--- src/ex_pkg.sv ---
/*
 * Execute stage shared definitions
 *   data and register address widths
 *   operation codes and unit identifiers, with the op to unit mapping
 *   multiplier step sizes
 *   dot-product SPR index and select types, lane sizes
 */
package ex_pkg;

  localparam int XLEN    = 32;
  localparam int REG_AW  = 6;
  localparam int SHAMT_W = $clog2(XLEN);  // Shift amount bits

  typedef logic [XLEN-1:0]   data_t;
  typedef logic [REG_AW-1:0] reg_addr_t;

  typedef enum logic [3:0] {
    OP_ADD  = 4'd0,
    OP_SUB  = 4'd1,
    OP_AND  = 4'd2,
    OP_OR   = 4'd3,
    OP_XOR  = 4'd4,
    OP_SLL  = 4'd5,
    OP_SRL  = 4'd6,
    OP_SRA  = 4'd7,
    OP_SLT  = 4'd8,
    OP_SLTU = 4'd9,
    OP_MUL  = 4'd10,
    OP_DOT  = 4'd11
  } ex_op_e;

  typedef enum logic [1:0] {
    UNIT_ALU = 2'd0,
    UNIT_MUL = 2'd1,
    UNIT_DOT = 2'd2
  } ex_unit_e;

  localparam int N_UNITS = 3;

  // Iterative multiplier
  localparam int MUL_DIGIT = 8;                  // Multiplier bits per step
  localparam int MUL_STEPS = XLEN / MUL_DIGIT;
  localparam int MUL_CNT_W = $clog2(MUL_STEPS);

  // Dot-product SPRs and lanes
  localparam int N_WSPR    = 4;
  localparam int N_ASPR    = 2;
  localparam int DOT_LANES = 4;
  localparam int DOT_BW    = XLEN / DOT_LANES;   // Bits per lane

  typedef logic [$clog2(N_WSPR)-1:0] wspr_idx_t;
  typedef logic [$clog2(N_ASPR)-1:0] aspr_idx_t;
  typedef logic signed [2*DOT_BW-1:0] dot_prod_t;

  typedef struct packed {
    logic      act;  // 1 for activation, 0 for weight
    wspr_idx_t idx;
  } spr_sel_t;

  function automatic ex_unit_e unit_of(ex_op_e op);
    case (op)
      OP_MUL:  return UNIT_MUL;
      OP_DOT:  return UNIT_DOT;
      default: return UNIT_ALU;
    endcase
  endfunction

endpackage

--- src/wb_req_if.sv ---
/*
 * Write-back request channel between one execute unit and the arbiter
 *   four-phase req/ack with destination address and result
 */
`timescale 1ns/100ps

interface wb_req_if import ex_pkg::*; ();

  logic      req;    // Held until ack is seen
  logic      ack;    // Held until req falls
  reg_addr_t waddr;
  data_t     wdata;

  modport unit (
    output req,
    output waddr,
    output wdata,
    input  ack
  );

  modport arb (
    input  req,
    input  waddr,
    input  wdata,
    output ack
  );

endinterface
--- src/ex_alu_unit.sv ---
/*
 * ALU unit
 *   add, subtract, logic, shifts, set-less-than
 *   registered result and four-phase write-back request
 */
`timescale 1ns/100ps

module ex_alu_unit import ex_pkg::*; (
  input  logic      clk,
  input  logic      rst_n,
  input  logic      start_i,
  input  ex_op_e    op_i,
  input  data_t     operand_a_i,
  input  data_t     operand_b_i,
  input  reg_addr_t waddr_i,
  output logic      idle_o,
  wb_req_if.unit    wb
);

  typedef enum logic [1:0] {S_IDLE, S_HOLD, S_REQ, S_WAIT} state_e;

  state_e               state_q;
  data_t                alu_res;
  data_t                res_q;
  reg_addr_t            waddr_q;
  logic [SHAMT_W-1:0]   shamt;

  assign shamt = operand_b_i[SHAMT_W-1:0];

  always_comb begin
    case (op_i)
      OP_ADD:  alu_res = operand_a_i + operand_b_i;
      OP_SUB:  alu_res = operand_a_i - operand_b_i;
      OP_AND:  alu_res = operand_a_i & operand_b_i;
      OP_OR:   alu_res = operand_a_i | operand_b_i;
      OP_XOR:  alu_res = operand_a_i ^ operand_b_i;
      OP_SLL:  alu_res = operand_a_i << shamt;
      OP_SRL:  alu_res = operand_a_i >> shamt;
      OP_SRA:  alu_res = data_t'($signed(operand_a_i) >>> shamt);
      OP_SLT:  alu_res = data_t'($signed(operand_a_i) < $signed(operand_b_i));
      OP_SLTU: alu_res = data_t'(operand_a_i < operand_b_i);
      default: alu_res = '0;  // MUL and DOT never steered here
    endcase
  end

  ////////////////////
  // Control FSM
  ////////////////////
  always_ff @(posedge clk or negedge rst_n) begin
    if (!rst_n) begin
      state_q <= S_IDLE;
    end else begin
      case (state_q)
        S_IDLE: if (start_i) state_q <= S_HOLD;
        S_HOLD: state_q <= S_REQ;             // Result settles one cycle
        S_REQ:  if (wb.ack) state_q <= S_WAIT;
        S_WAIT: if (!wb.ack) state_q <= S_IDLE;
        default: state_q <= S_IDLE;
      endcase
    end
  end

  always_ff @(posedge clk) begin
    if (start_i && idle_o) begin
      res_q   <= alu_res;
      waddr_q <= waddr_i;
    end
  end

  assign idle_o   = (state_q == S_IDLE);
  assign wb.req   = (state_q == S_REQ);
  assign wb.waddr = waddr_q;
  assign wb.wdata = res_q;

endmodule

--- src/ex_dot_unit.sv ---
/*
 * Dot-product unit
 *   weight and activation SPRs loaded from the LSU read data
 *   signed byte products, one register stage, then sum with accumulator
 *   four-phase write-back request
 */
`timescale 1ns/100ps

module ex_dot_unit import ex_pkg::*; (
  input  logic      clk,
  input  logic      rst_n,
  input  logic      start_i,
  input  data_t     operand_a_i,
  input  data_t     operand_b_i,
  input  reg_addr_t waddr_i,
  input  logic      spr_we_i,
  input  spr_sel_t  spr_sel_i,
  input  data_t     spr_wdata_i,
  output logic      idle_o,
  wb_req_if.unit    wb
);

  typedef enum logic [2:0] {S_IDLE, S_PROD, S_SUM, S_REQ, S_WAIT} state_e;

  state_e     state_q;
  data_t      wspr_q [N_WSPR];
  data_t      aspr_q [N_ASPR];
  wspr_idx_t  w_sel;
  aspr_idx_t  a_sel;
  data_t      w_word;
  data_t      a_word;
  dot_prod_t  prod_q [DOT_LANES];
  data_t      acc_q;
  data_t      dot_sum;
  data_t      res_q;
  reg_addr_t  waddr_q;

  assign w_sel  = operand_a_i[$bits(wspr_idx_t)-1:0];  // Bits [1:0]
  assign a_sel  = operand_a_i[2];
  assign w_word = wspr_q[w_sel];
  assign a_word = aspr_q[a_sel];

  ////////////////////
  // SPR file
  ////////////////////
  always_ff @(posedge clk or negedge rst_n) begin
    if (!rst_n) begin
      wspr_q <= '{default: '0};
      aspr_q <= '{default: '0};
    end else if (spr_we_i) begin
      if (spr_sel_i.act) aspr_q[aspr_idx_t'(spr_sel_i.idx)] <= spr_wdata_i;
      else               wspr_q[spr_sel_i.idx]             <= spr_wdata_i;
    end
  end

  // Lane products sign extended into the accumulator, wraps mod 2^XLEN
  always_comb begin
    dot_sum = acc_q;
    for (int l = 0; l < DOT_LANES; l++) begin
      dot_sum = dot_sum + data_t'(prod_q[l]);
    end
  end

  always_ff @(posedge clk or negedge rst_n) begin
    if (!rst_n) begin
      state_q <= S_IDLE;
    end else begin
      case (state_q)
        S_IDLE: if (start_i) state_q <= S_PROD;
        S_PROD: state_q <= S_SUM;
        S_SUM:  state_q <= S_REQ;
        S_REQ:  if (wb.ack) state_q <= S_WAIT;
        S_WAIT: if (!wb.ack) state_q <= S_IDLE;
        default: state_q <= S_IDLE;
      endcase
    end
  end

  always_ff @(posedge clk) begin
    if (start_i && idle_o) begin
      for (int l = 0; l < DOT_LANES; l++) begin
        prod_q[l] <= $signed(w_word[l*DOT_BW +: DOT_BW]) *
                     $signed(a_word[l*DOT_BW +: DOT_BW]);
      end
      acc_q   <= operand_b_i;
      waddr_q <= waddr_i;
    end
    if (state_q == S_PROD) res_q <= dot_sum;
  end

  assign idle_o   = (state_q == S_IDLE);
  assign wb.req   = (state_q == S_REQ);
  assign wb.waddr = waddr_q;
  assign wb.wdata = res_q;

endmodule

--- src/ex_mult_unit.sv ---
/*
 * Iterative multiplier unit
 *   shift-add over MUL_DIGIT wide slices of operand b
 *   low XLEN bits of the product
 *   four-phase write-back request
 */
`timescale 1ns/100ps

module ex_mult_unit import ex_pkg::*; (
  input  logic      clk,
  input  logic      rst_n,
  input  logic      start_i,
  input  data_t     operand_a_i,
  input  data_t     operand_b_i,
  input  reg_addr_t waddr_i,
  output logic      idle_o,
  wb_req_if.unit    wb
);

  typedef enum logic [1:0] {S_IDLE, S_RUN, S_REQ, S_WAIT} state_e;

  state_e                state_q;
  logic [MUL_CNT_W-1:0]  step_q;
  logic                  last_step;
  data_t                 acc_q;     // Partial product
  data_t                 mcand_q;   // Multiplicand, moves up one digit per step
  data_t                 mplier_q;  // Multiplier, moves down one digit per step
  data_t                 partial;
  reg_addr_t             waddr_q;

  assign partial   = mcand_q * data_t'(mplier_q[MUL_DIGIT-1:0]);
  assign last_step = (step_q == MUL_CNT_W'(MUL_STEPS - 1));

  ////////////////////
  // Control FSM
  ////////////////////
  always_ff @(posedge clk or negedge rst_n) begin
    if (!rst_n) begin
      state_q <= S_IDLE;
      step_q  <= '0;
    end else begin
      case (state_q)
        S_IDLE: begin
          if (start_i) begin
            state_q <= S_RUN;
            step_q  <= '0;
          end
        end
        S_RUN: begin
          step_q <= step_q + 1'b1;
          if (last_step) state_q <= S_REQ;  // Final digit added this edge
        end
        S_REQ:  if (wb.ack) state_q <= S_WAIT;
        S_WAIT: if (!wb.ack) state_q <= S_IDLE;
        default: state_q <= S_IDLE;
      endcase
    end
  end

  ////////////////////
  // Datapath
  ////////////////////
  always_ff @(posedge clk) begin
    if (start_i && idle_o) begin
      acc_q    <= '0;
      mcand_q  <= operand_a_i;
      mplier_q <= operand_b_i;
      waddr_q  <= waddr_i;
    end else if (state_q == S_RUN) begin
      acc_q    <= acc_q + partial;
      mcand_q  <= mcand_q << MUL_DIGIT;
      mplier_q <= mplier_q >> MUL_DIGIT;
    end
  end

  assign idle_o   = (state_q == S_IDLE);
  assign wb.req   = (state_q == S_REQ);
  assign wb.waddr = waddr_q;
  assign wb.wdata = acc_q;

endmodule

--- src/ex_stage.sv ---
/*
 * Execute stage top level
 *   valid/ready issue steered to the ALU, multiplier or dot unit
 *   SPR load port into the dot unit
 *   shared write-back port through the round-robin arbiter
 */
`timescale 1ns/100ps

module ex_stage import ex_pkg::*; (
  input  logic      clk,
  input  logic      rst_n,
  // Issue
  input  logic      op_valid_i,
  output logic      op_ready_o,
  input  ex_op_e    op_i,
  input  data_t     operand_a_i,
  input  data_t     operand_b_i,
  input  reg_addr_t waddr_i,
  // SPR load from LSU
  input  logic      spr_we_i,
  input  spr_sel_t  spr_sel_i,
  input  data_t     spr_wdata_i,
  // Write-back
  input  logic      wb_ready_i,
  output logic      wb_we_o,
  output reg_addr_t wb_waddr_o,
  output data_t     wb_wdata_o
);

  ex_unit_e           sel_unit;
  logic [N_UNITS-1:0] unit_idle;
  logic               accept;
  logic               start_alu;
  logic               start_mul;
  logic               start_dot;

  wb_req_if alu_wb ();
  wb_req_if mul_wb ();
  wb_req_if dot_wb ();

  assign sel_unit   = unit_of(op_i);
  assign op_ready_o = unit_idle[sel_unit];  // Only the target unit matters
  assign accept     = op_valid_i && op_ready_o;
  assign start_alu  = accept && (sel_unit == UNIT_ALU);
  assign start_mul  = accept && (sel_unit == UNIT_MUL);
  assign start_dot  = accept && (sel_unit == UNIT_DOT);

  ex_alu_unit u_alu (
    .clk, .rst_n, .start_i(start_alu), .op_i, .operand_a_i, .operand_b_i,
    .waddr_i, .idle_o(unit_idle[UNIT_ALU]), .wb(alu_wb)
  );

  ex_mult_unit u_mul (
    .clk, .rst_n, .start_i(start_mul), .operand_a_i, .operand_b_i,
    .waddr_i, .idle_o(unit_idle[UNIT_MUL]), .wb(mul_wb)
  );

  ex_dot_unit u_dot (
    .clk, .rst_n, .start_i(start_dot), .operand_a_i, .operand_b_i,
    .waddr_i, .spr_we_i, .spr_sel_i, .spr_wdata_i,
    .idle_o(unit_idle[UNIT_DOT]), .wb(dot_wb)
  );

  ex_wb_arbiter u_arb (
    .clk, .rst_n, .wb_ready_i,
    .alu(alu_wb), .mul(mul_wb), .dot(dot_wb),
    .wb_we_o, .wb_waddr_o, .wb_wdata_o
  );

endmodule

--- src/ex_wb_arbiter.sv ---
/*
 * Write-back arbiter
 *   round-robin grant over the unit request channels
 *   one ack register per unit, four-phase release
 *   registered write-back port, one pulse per grant
 */
`timescale 1ns/100ps

module ex_wb_arbiter import ex_pkg::*; (
  input  logic      clk,
  input  logic      rst_n,
  input  logic      wb_ready_i,
  wb_req_if.arb     alu,
  wb_req_if.arb     mul,
  wb_req_if.arb     dot,
  output logic      wb_we_o,
  output reg_addr_t wb_waddr_o,
  output data_t     wb_wdata_o
);

  logic [N_UNITS-1:0] req;
  reg_addr_t          waddr [N_UNITS];
  data_t              wdata [N_UNITS];
  logic [N_UNITS-1:0] ack_q;
  ex_unit_e           rr_q;       // Last unit granted
  ex_unit_e           gnt_unit;
  logic               gnt_valid;
  logic               grant;

  // Gather the channels by unit id
  assign req[UNIT_ALU]   = alu.req;
  assign req[UNIT_MUL]   = mul.req;
  assign req[UNIT_DOT]   = dot.req;
  assign waddr[UNIT_ALU] = alu.waddr;
  assign waddr[UNIT_MUL] = mul.waddr;
  assign waddr[UNIT_DOT] = dot.waddr;
  assign wdata[UNIT_ALU] = alu.wdata;
  assign wdata[UNIT_MUL] = mul.wdata;
  assign wdata[UNIT_DOT] = dot.wdata;

  assign alu.ack = ack_q[UNIT_ALU];
  assign mul.ack = ack_q[UNIT_MUL];
  assign dot.ack = ack_q[UNIT_DOT];

  ////////////////////
  // Round-robin pick
  ////////////////////
  always_comb begin
    int unsigned idx;
    gnt_valid = 1'b0;
    gnt_unit  = UNIT_ALU;
    for (int i = 1; i <= N_UNITS; i++) begin
      idx = (int'(rr_q) + i) % N_UNITS;  // Start after the last winner
      if (!gnt_valid && req[idx]) begin
        gnt_valid = 1'b1;
        gnt_unit  = ex_unit_e'(idx);
      end
    end
  end

  assign grant = wb_ready_i && (ack_q == '0) && gnt_valid;  // One handshake at a time

  always_ff @(posedge clk or negedge rst_n) begin
    if (!rst_n) begin
      ack_q   <= '0;
      rr_q    <= UNIT_DOT;  // ALU has first priority
      wb_we_o <= 1'b0;
    end else begin
      wb_we_o <= grant;
      for (int i = 0; i < N_UNITS; i++) begin
        if (ack_q[i] && !req[i]) ack_q[i] <= 1'b0;  // Req gone, release
      end
      if (grant) begin
        ack_q[gnt_unit] <= 1'b1;
        rr_q            <= gnt_unit;
      end
    end
  end

  always_ff @(posedge clk) begin
    if (grant) begin
      wb_waddr_o <= waddr[gnt_unit];
      wb_wdata_o <= wdata[gnt_unit];
    end
  end

endmodule

--- config.mk ---
export PLATFORM = sky130hd
export DESIGN_NAME = ex_stage
export DESIGN_NICKNAME = d
export VERILOG_FILES = /design/src/ex_pkg.sv /design/src/wb_req_if.sv /design/src/ex_alu_unit.sv /design/src/ex_dot_unit.sv /design/src/ex_mult_unit.sv /design/src/ex_stage.sv /design/src/ex_wb_arbiter.sv
export SDC_FILE = /design/constraint.sdc
export NUM_CORES = 2
export LEC_CHECK = 0
export BUFFER_PORTS_ARGS = -buffer_cell sky130_fd_sc_hd__buf_2
export CORE_MARGIN = 2
export CORE_UTILIZATION = 55
export CTS_BUF_LIST = sky130_fd_sc_hd__clkbuf_8
export CTS_CLUSTER_DIAMETER = 60
export DETAILED_ROUTE_END_ITERATION = 8
export GPL_TIMING_DRIVEN = 0
export PLACE_DENSITY = 0.78
export SYNTH_ARGS = -nofsm -noshare
export SYNTH_HDL_FRONTEND = slang
export SYNTH_SLANG_ARGS = --single-unit
--- constraint.sdc ---
create_clock -name clk -period 6.45 [get_ports clk]
set_clock_uncertainty 0.15 [all_clocks]
set_input_delay 0 -clock clk [delete_from_list [all_inputs] [get_ports clk]]
set_output_delay 0 -clock clk [all_outputs]
set_load 0.05 [all_outputs]
## Word-level counts from Yosys, hierarchy flattened

Memories as Yosys holds them, arrays and structs flattened.
Index checks and enable logic that the tools add are counted.

| word-level totals | value |
|---|---|
| register bits after elaboration | 455 |
| bits in writable memories | 64 |
| output and inout port bits | 40 |
| logic and storage cells | 203 |
| memories kept | 1 |

Memories:

| memory | words | width | rd ports | clocked after Yosys merged registers in | write ports | RTL line | RTL |
|---|---|---|---|---|---|---|---|
| u_dot.prod_q | 4 | 16 | 4 | 0 | 4 | ex_dot_unit.sv:32 | `dot_prod_t prod_q [DOT_LANES];` |

| operators by class | value |
|---|---|
| $add $sub $neg | 11 |
| multiply operators | 5 |
| divide/modulo/power cells | 3 |
| order comparisons | 15 |
| eq/ne operators | 34 |
| shifts and indexed selects | 3 |
| multiplexer cells | 61 |
| bitwise operators | 10 |
| reduce and logical (&&, ||, !) cells | 36 |

Operators by type and width:

| kind | count |
|---|---|
| $mux W32 | 13 |
| $pmux W32 S10 | 1 |
| $add A32 B32 Y32 | 6 |
| $bmux W32 S2 | 2 |
| $bwmux W128 | 1 |
| $lt A32 B3 Y1 const B | 3 |
| $mod A32 B3 Y32 const B | 3 |
| $bwmux W64 | 1 |
| $demux W32 S2 | 1 |
| $lt A32 B32 Y1 | 2 |
| $mul A8 B8 Y16 | 4 |
| $and A32 B32 Y32 | 1 |
| $demux W32 S1 | 1 |
| $mul A32 B8 Y32 | 1 |
| $or A32 B32 Y32 | 1 |
| $shl A32 B5 Y32 | 1 |
| $shr A32 B5 Y32 | 1 |
| $sshr A32 B5 Y32 | 1 |
| $sub A32 B32 Y32 | 1 |
| $xor A32 B32 Y32 | 1 |
| $mux W2 | 11 |
| $logic_and A1 B1 Y1 | 17 |
| $eq A4 B3 Y1 const B | 4 |
| $eq A4 B4 Y1 const B | 4 |
| other kinds (39) | 96 |

## Logic depth before layout (Yosys ltp)

| depth | value |
|---|---|
| depth in word-level cells | 17 |
| mapped depth | 26 |
| mapped depth without buffers | 23 |

## By module

A second synthesis with hierarchy kept.

| second synthesis, totals | value |
|---|---|
| cell total of the unflattened synthesis | 5315 |
| area, all modules | 51892.3 um^2 |

Modules (own cells, without submodules):

| module | times used | cells each | area each (um^2) |
|---|---|---|---|
| ex_dot_unit | 1 | 2379 | 26470.4 |
| ex_mult_unit | 1 | 1269 | 11766.3 |
| ex_alu_unit | 1 | 1273 | 9968.3 |
| ex_wb_arbiter | 1 | 386 | 3627.2 |
| ex_stage | 1 | 8 | 60.1 |

## Worst setup path before layout

Ideal clock, no wire load.

| path | value |
|---|---|
| path kind | input-to-reg |
| start | input port op_i[0] |
| end | register u_dot.acc_q[0] (enable) |
| setup time | 566 ps |
| arrival time | 5241 ps |
| data required time | 5734 ps |
| slack | 493 ps |
| stages on the path | 5 |
| path buffers | 3 |
| cells stage by stage | clkbuf_1 clkbuf_1 clkbuf_1 nand3b_1 nor2_1 |

| on the way | value |
|---|---|
| longest elaborated chain between the ends | 7 |

RTL lines:

| element | RTL line | RTL |
|---|---|---|
| start: declaration | ex_stage.sv:15 | `input ex_op_e op_i,` |
| $eq A4 B4 Y1 | ex_pkg.sv:61 | `case (op)` |
| $pmux W2 S2 (*) | ex_pkg.sv:61 |  |
| $bmux W1 S2 | ex_stage.sv:42 | `assign op_ready_o = unit_idle[sel_unit];` |
| $mux W1 (implied by the code) | ex_stage.sv:42 |  |
| $logic_and A1 B1 Y1 | ex_stage.sv:43 | `assign accept = op_valid_i && op_ready_o;` |
| $logic_and A1 B1 Y1 (*) | ex_stage.sv:46 | `assign start_dot = accept && (sel_unit == UNIT_DOT);` |
| $logic_and A1 B1 Y1 (*) | ex_dot_unit.sv:80 | `if (start_i && idle_o) begin` |
| end signal: assignment | ex_dot_unit.sv:85 | `acc_q <= operand_b_i;` |
| end: declaration | ex_dot_unit.sv:33 | `data_t acc_q;` |

Every way passes the cells marked *; elsewhere a longest branch is shown, timed or not. The select of a mux whose other input is x is not followed.
A chain may end at the register's enable or synchronous reset.

## Worst setup path in the final report

| path | value |
|---|---|
| start | register u_mul.mplier_q[7] |
| end | register u_mul.acc_q[28] (netlist: u_mul.wb.wdata[28]) |

| on the way | value |
|---|---|
| longest elaborated chain between the ends | 2 |

RTL lines:

| element | RTL line | RTL |
|---|---|---|
| start: declaration | ex_mult_unit.sv:27 | `data_t mplier_q;` |
| start signal: assignment | ex_mult_unit.sv:67 | `mplier_q <= operand_b_i;` |
| start signal: assignment | ex_mult_unit.sv:72 | `mplier_q <= mplier_q >> MUL_DIGIT;` |
| $mul A32 B8 Y32 | ex_mult_unit.sv:31 | `assign partial = mcand_q * data_t'(mplier_q[MUL_DIGIT-1:0]);` |
| $add A32 B32 Y32 | ex_mult_unit.sv:70 | `acc_q <= acc_q + partial;` |
| end signal: assignment | ex_mult_unit.sv:70 |  |
| end: declaration | ex_mult_unit.sv:25 | `data_t acc_q;` |

No other way between the ends.

==> metrics.md <==
| Metric | Value |
|---|---|
| Status | `complete, but fails checks` |
| Failing checks | `max-capacitance violations` |
| WP data required | `6.92 ns` |
| Max-cap viol count | `1` |
| Top post-synthesis cells by count | `inv_1, fa_1, nand2_1` |
| Post-synthesis cell type count | `87` |
| Global-route wire length before repair | `245.3 mm` |
| Final Cell Area | `0.05465 mm^2` |
| Area used by multi-input combinational logic | `0.03065 mm^2` |
| Maximum fanout along the worst path | `10` |
| Nets@finish | `6112` |
| DIE HEIGHT | `299.9 um` |
| Final hold vios | `0` |
| Pins over their slew limit | `0` |
| WL per Instance | `25.47 um` |
| Vias in the first global route | `39620` |
| Critical Path Sink Type | `register` |
| CTS clk-pin slew, worst paths | `0.06 ns` |
| Least-Margin Pin Slew | `1.473 ns` |
| Worst Hold Class | `in -> reg` |
| Synth Register Bits | `519` |
| Post-synth ARST share | `0.3988` |
| Cell Area, Placed | `0.05061 mm^2` |
| Core area | `0.08675 mm^2` |
| Placed cell count | `6070` |
| DRT Pass-1 Iters | `7` |
| FP Rows | `108` |
| Non-Filler Instances | `6439` |
| Syn Nets | `5664` |
| Worst-Skew Late Latency | `0.79 ns` |
| RSZ-0062 raised after global routing | `no` |
| CTS buffer count | `93` |
| Seq. cell area | `0.01423 mm^2` |
| Primary FF master, synth | `edfxtp_1` |
| Max Freq | `160.7 MHz` |
| Starting DRT DRC Count | `4174` |
| Vias | `38760` |
| Area share of the largest cell type after synthesis | `0.2078` |
| Cell area after synthesis | `0.04817 mm^2` |
| Fill count | `6912` |
| Final setup violation count | `0` |
| CTS tree | `built` |
| Area Growth Syn to Fin | `13.47%` |
| CTS sink cnt | `519` |
| Sequential cell area fraction in the yosys report | `0.2954` |
| Clock Path Buffers | `3` |
| Antenna violations before repair | `9` |
| Ratio of cells with drive above 1 in the final layout | `0.1262` |
| Post-DRT Antenna Nets | `0` |
| Vias per cell | `6.019` |
| Initial core utilization | `0.5552` |
| Post-Syn Instances | `4754` |
| Area contributors post-synth | `fa_1, edfxtp_1, dfrtp_1` |
| Root Driver | `clkbuf_8` |
| Largest net degree at the start of global routing | `112` |
| Ports | `154` |
| Syn avg cell area | `10.13 um^2` |
| Global route overflow | `0` |
| Slew HR | `0.007399` |
| IO Port Bufs | `151` |
| Die Width | `299.9 um` |
| Fin Hold WS | `0.05392 ns` |
| Startpoint Class | `register` |
| Ratio of final minimum period to clock period | `0.9646` |
| CP arrival | `6.69 ns` |
| Gpl congestion | `1.112` |
| Routed WL | `164.0 mm` |
| Most frequent cell after synthesis | `inv_1` |
| DRC | `0` |
| Dpl hpwl | `126.1 mm` |
| EDFF count, synth | `280` |
| DIE AREA | `0.08996 mm^2` |
| Total GRT Usage | `0.3681` |
| Yosys Warn Count | `0` |
| CP Class | `reg -> reg` |
| H-tree depth | `3` |
| Min cycle time layout | `6.221 ns` |
| Leading area contributor after synthesis | `fa_1` |
[worst paths after layout]
check	from	endpoint	depth (start not counted)	slack, ns
max reg2reg	u_mul.mplier_q[7]	u_mul.wb.wdata[28]	19	0.23
min reg2reg	u_dot.aspr_q[2]	u_dot.aspr_q[2]	1	0.35
min	operand_b_i[28]	u_mul.mplier_q[28]	4	0.05
max	u_mul.mplier_q[7]	u_mul.wb.wdata[28]	19	0.23
max in group asynchronous	rst_n	u_dot.state_q[0]	4	5.40
min in group asynchronous	rst_n	u_dot.wspr_q[115]	4	0.23
[timing repair]
action | 4_1_cts | 5_1_grt
hold endpoints to repair | 603 | 1
setup buffers | 0 | 7
gates resized for setup | 10 | 45
setup endpoints to repair | 29 | 19
hold buffers | 187 | 1
[per-layer routing]
layer,GRT usage,part of all wire
met4,0.2326,0.077
met2,0.5729,0.45
met3,0.08649,0.11
met5,0,0.00027
met1,0.4655,0.37
[state kept, by name, indices dropped and copies added, names as in the netlist, 3 cells and up]
| name | flops |
|---|---|
| u_alu.wb.waddr | 6 |
| u_alu.wb.wdata | 32 |
| u_arb.ack_q | 3 |
| u_arb.wb_waddr_o | 6 |
| u_arb.wb_wdata_o | 32 |
| u_dot.acc_q | 32 |
| u_dot.aspr_q | 64 |
| u_dot.prod_q | 64 |
| u_dot.state_q | 3 |
| u_dot.wb.waddr | 6 |
| u_dot.wb.wdata | 32 |
| u_dot.wspr_q | 128 |
| u_mul.mcand_q | 32 |
| u_mul.mplier_q | 32 |
| u_mul.wb.waddr | 6 |
| u_mul.wb.wdata | 32 |
[through the flow]
stage,setup WS [ns],TNS [ns],utilization
2_1_floorplan,0.4932,0,-
3_3_place_gp,-3.139,-352.71,0.5806
3_5_place_dp,-1.719,-34.92,0.5834
4_1_cts,0.0009970,0,0.6283
5_1_grt,0.02537,0,0.6299
6_report,0.2285,0,0.6300
[layout by cell type (no fill, tap or decap), types with 159 or more instances in the layout]
master	netlist	routed
inv_1	689	712
nor2_1	387	386
ha_1	296	296
dfrtp_1	206	206
o21ai_0	212	212
dlygate4sd3_1	0	187
buf_2	9	159
mux2_2	228	228
fa_1	500	500
nand2_1	398	398
edfxtp_1	280	280
[worst max-delay path: stages, from the launching register on]
cell	delay [ns]
edfxtp_1	0.56
clkbuf_2	0.27
and2_1	0.19
fa_1	0.51
fa_1	0.55
fa_1	0.55
inv_1	0.06
fa_1	0.52
inv_1	0.04
ha_1	0.35
a21o_1	0.18
a21o_1	0.19
a21o_1	0.19
a21o_1	0.22
a2111o_1	0.42
o21ai_1	0.30
o21ai_1	0.21
a31oi_1	0.23
xor2_1	0.26
a21oi_1	0.10
[area by class of cell]
type | count | share of cell area
sequential | 519 | 0.2604
antenna | 6 | 0.0002747
buffer | 190 | 0.01447
multi-input combinational | 3350 | 0.5608
timing repair buffer | 357 | 0.05368
clock buffer | 101 | 0.02543
tap | 1155 | 0.02644
clock inverter | 70 | 0.01110
inverter | 691 | 0.04746
[logic make-up (layout without fill, tap and decap cells)]
group                      after synthesis  count (layout)  share of synthesized area
and+or+nand+nor                       1220            1220                     0.1168
buffers and inverters                  885            1409                    0.06943
muxes                                  409             409                     0.1026
xor gates and xnor gates               155             155                    0.02818
DFF                                    519             519                     0.2954
adders and majority gates              798             798                     0.2851
other                                    0               6                          0
AOI/OAI and AO/OA                      768             768                     0.1024
Power is not shown: default switching activity piles up to over one toggle a cycle in this logic, so the estimate is an artifact.
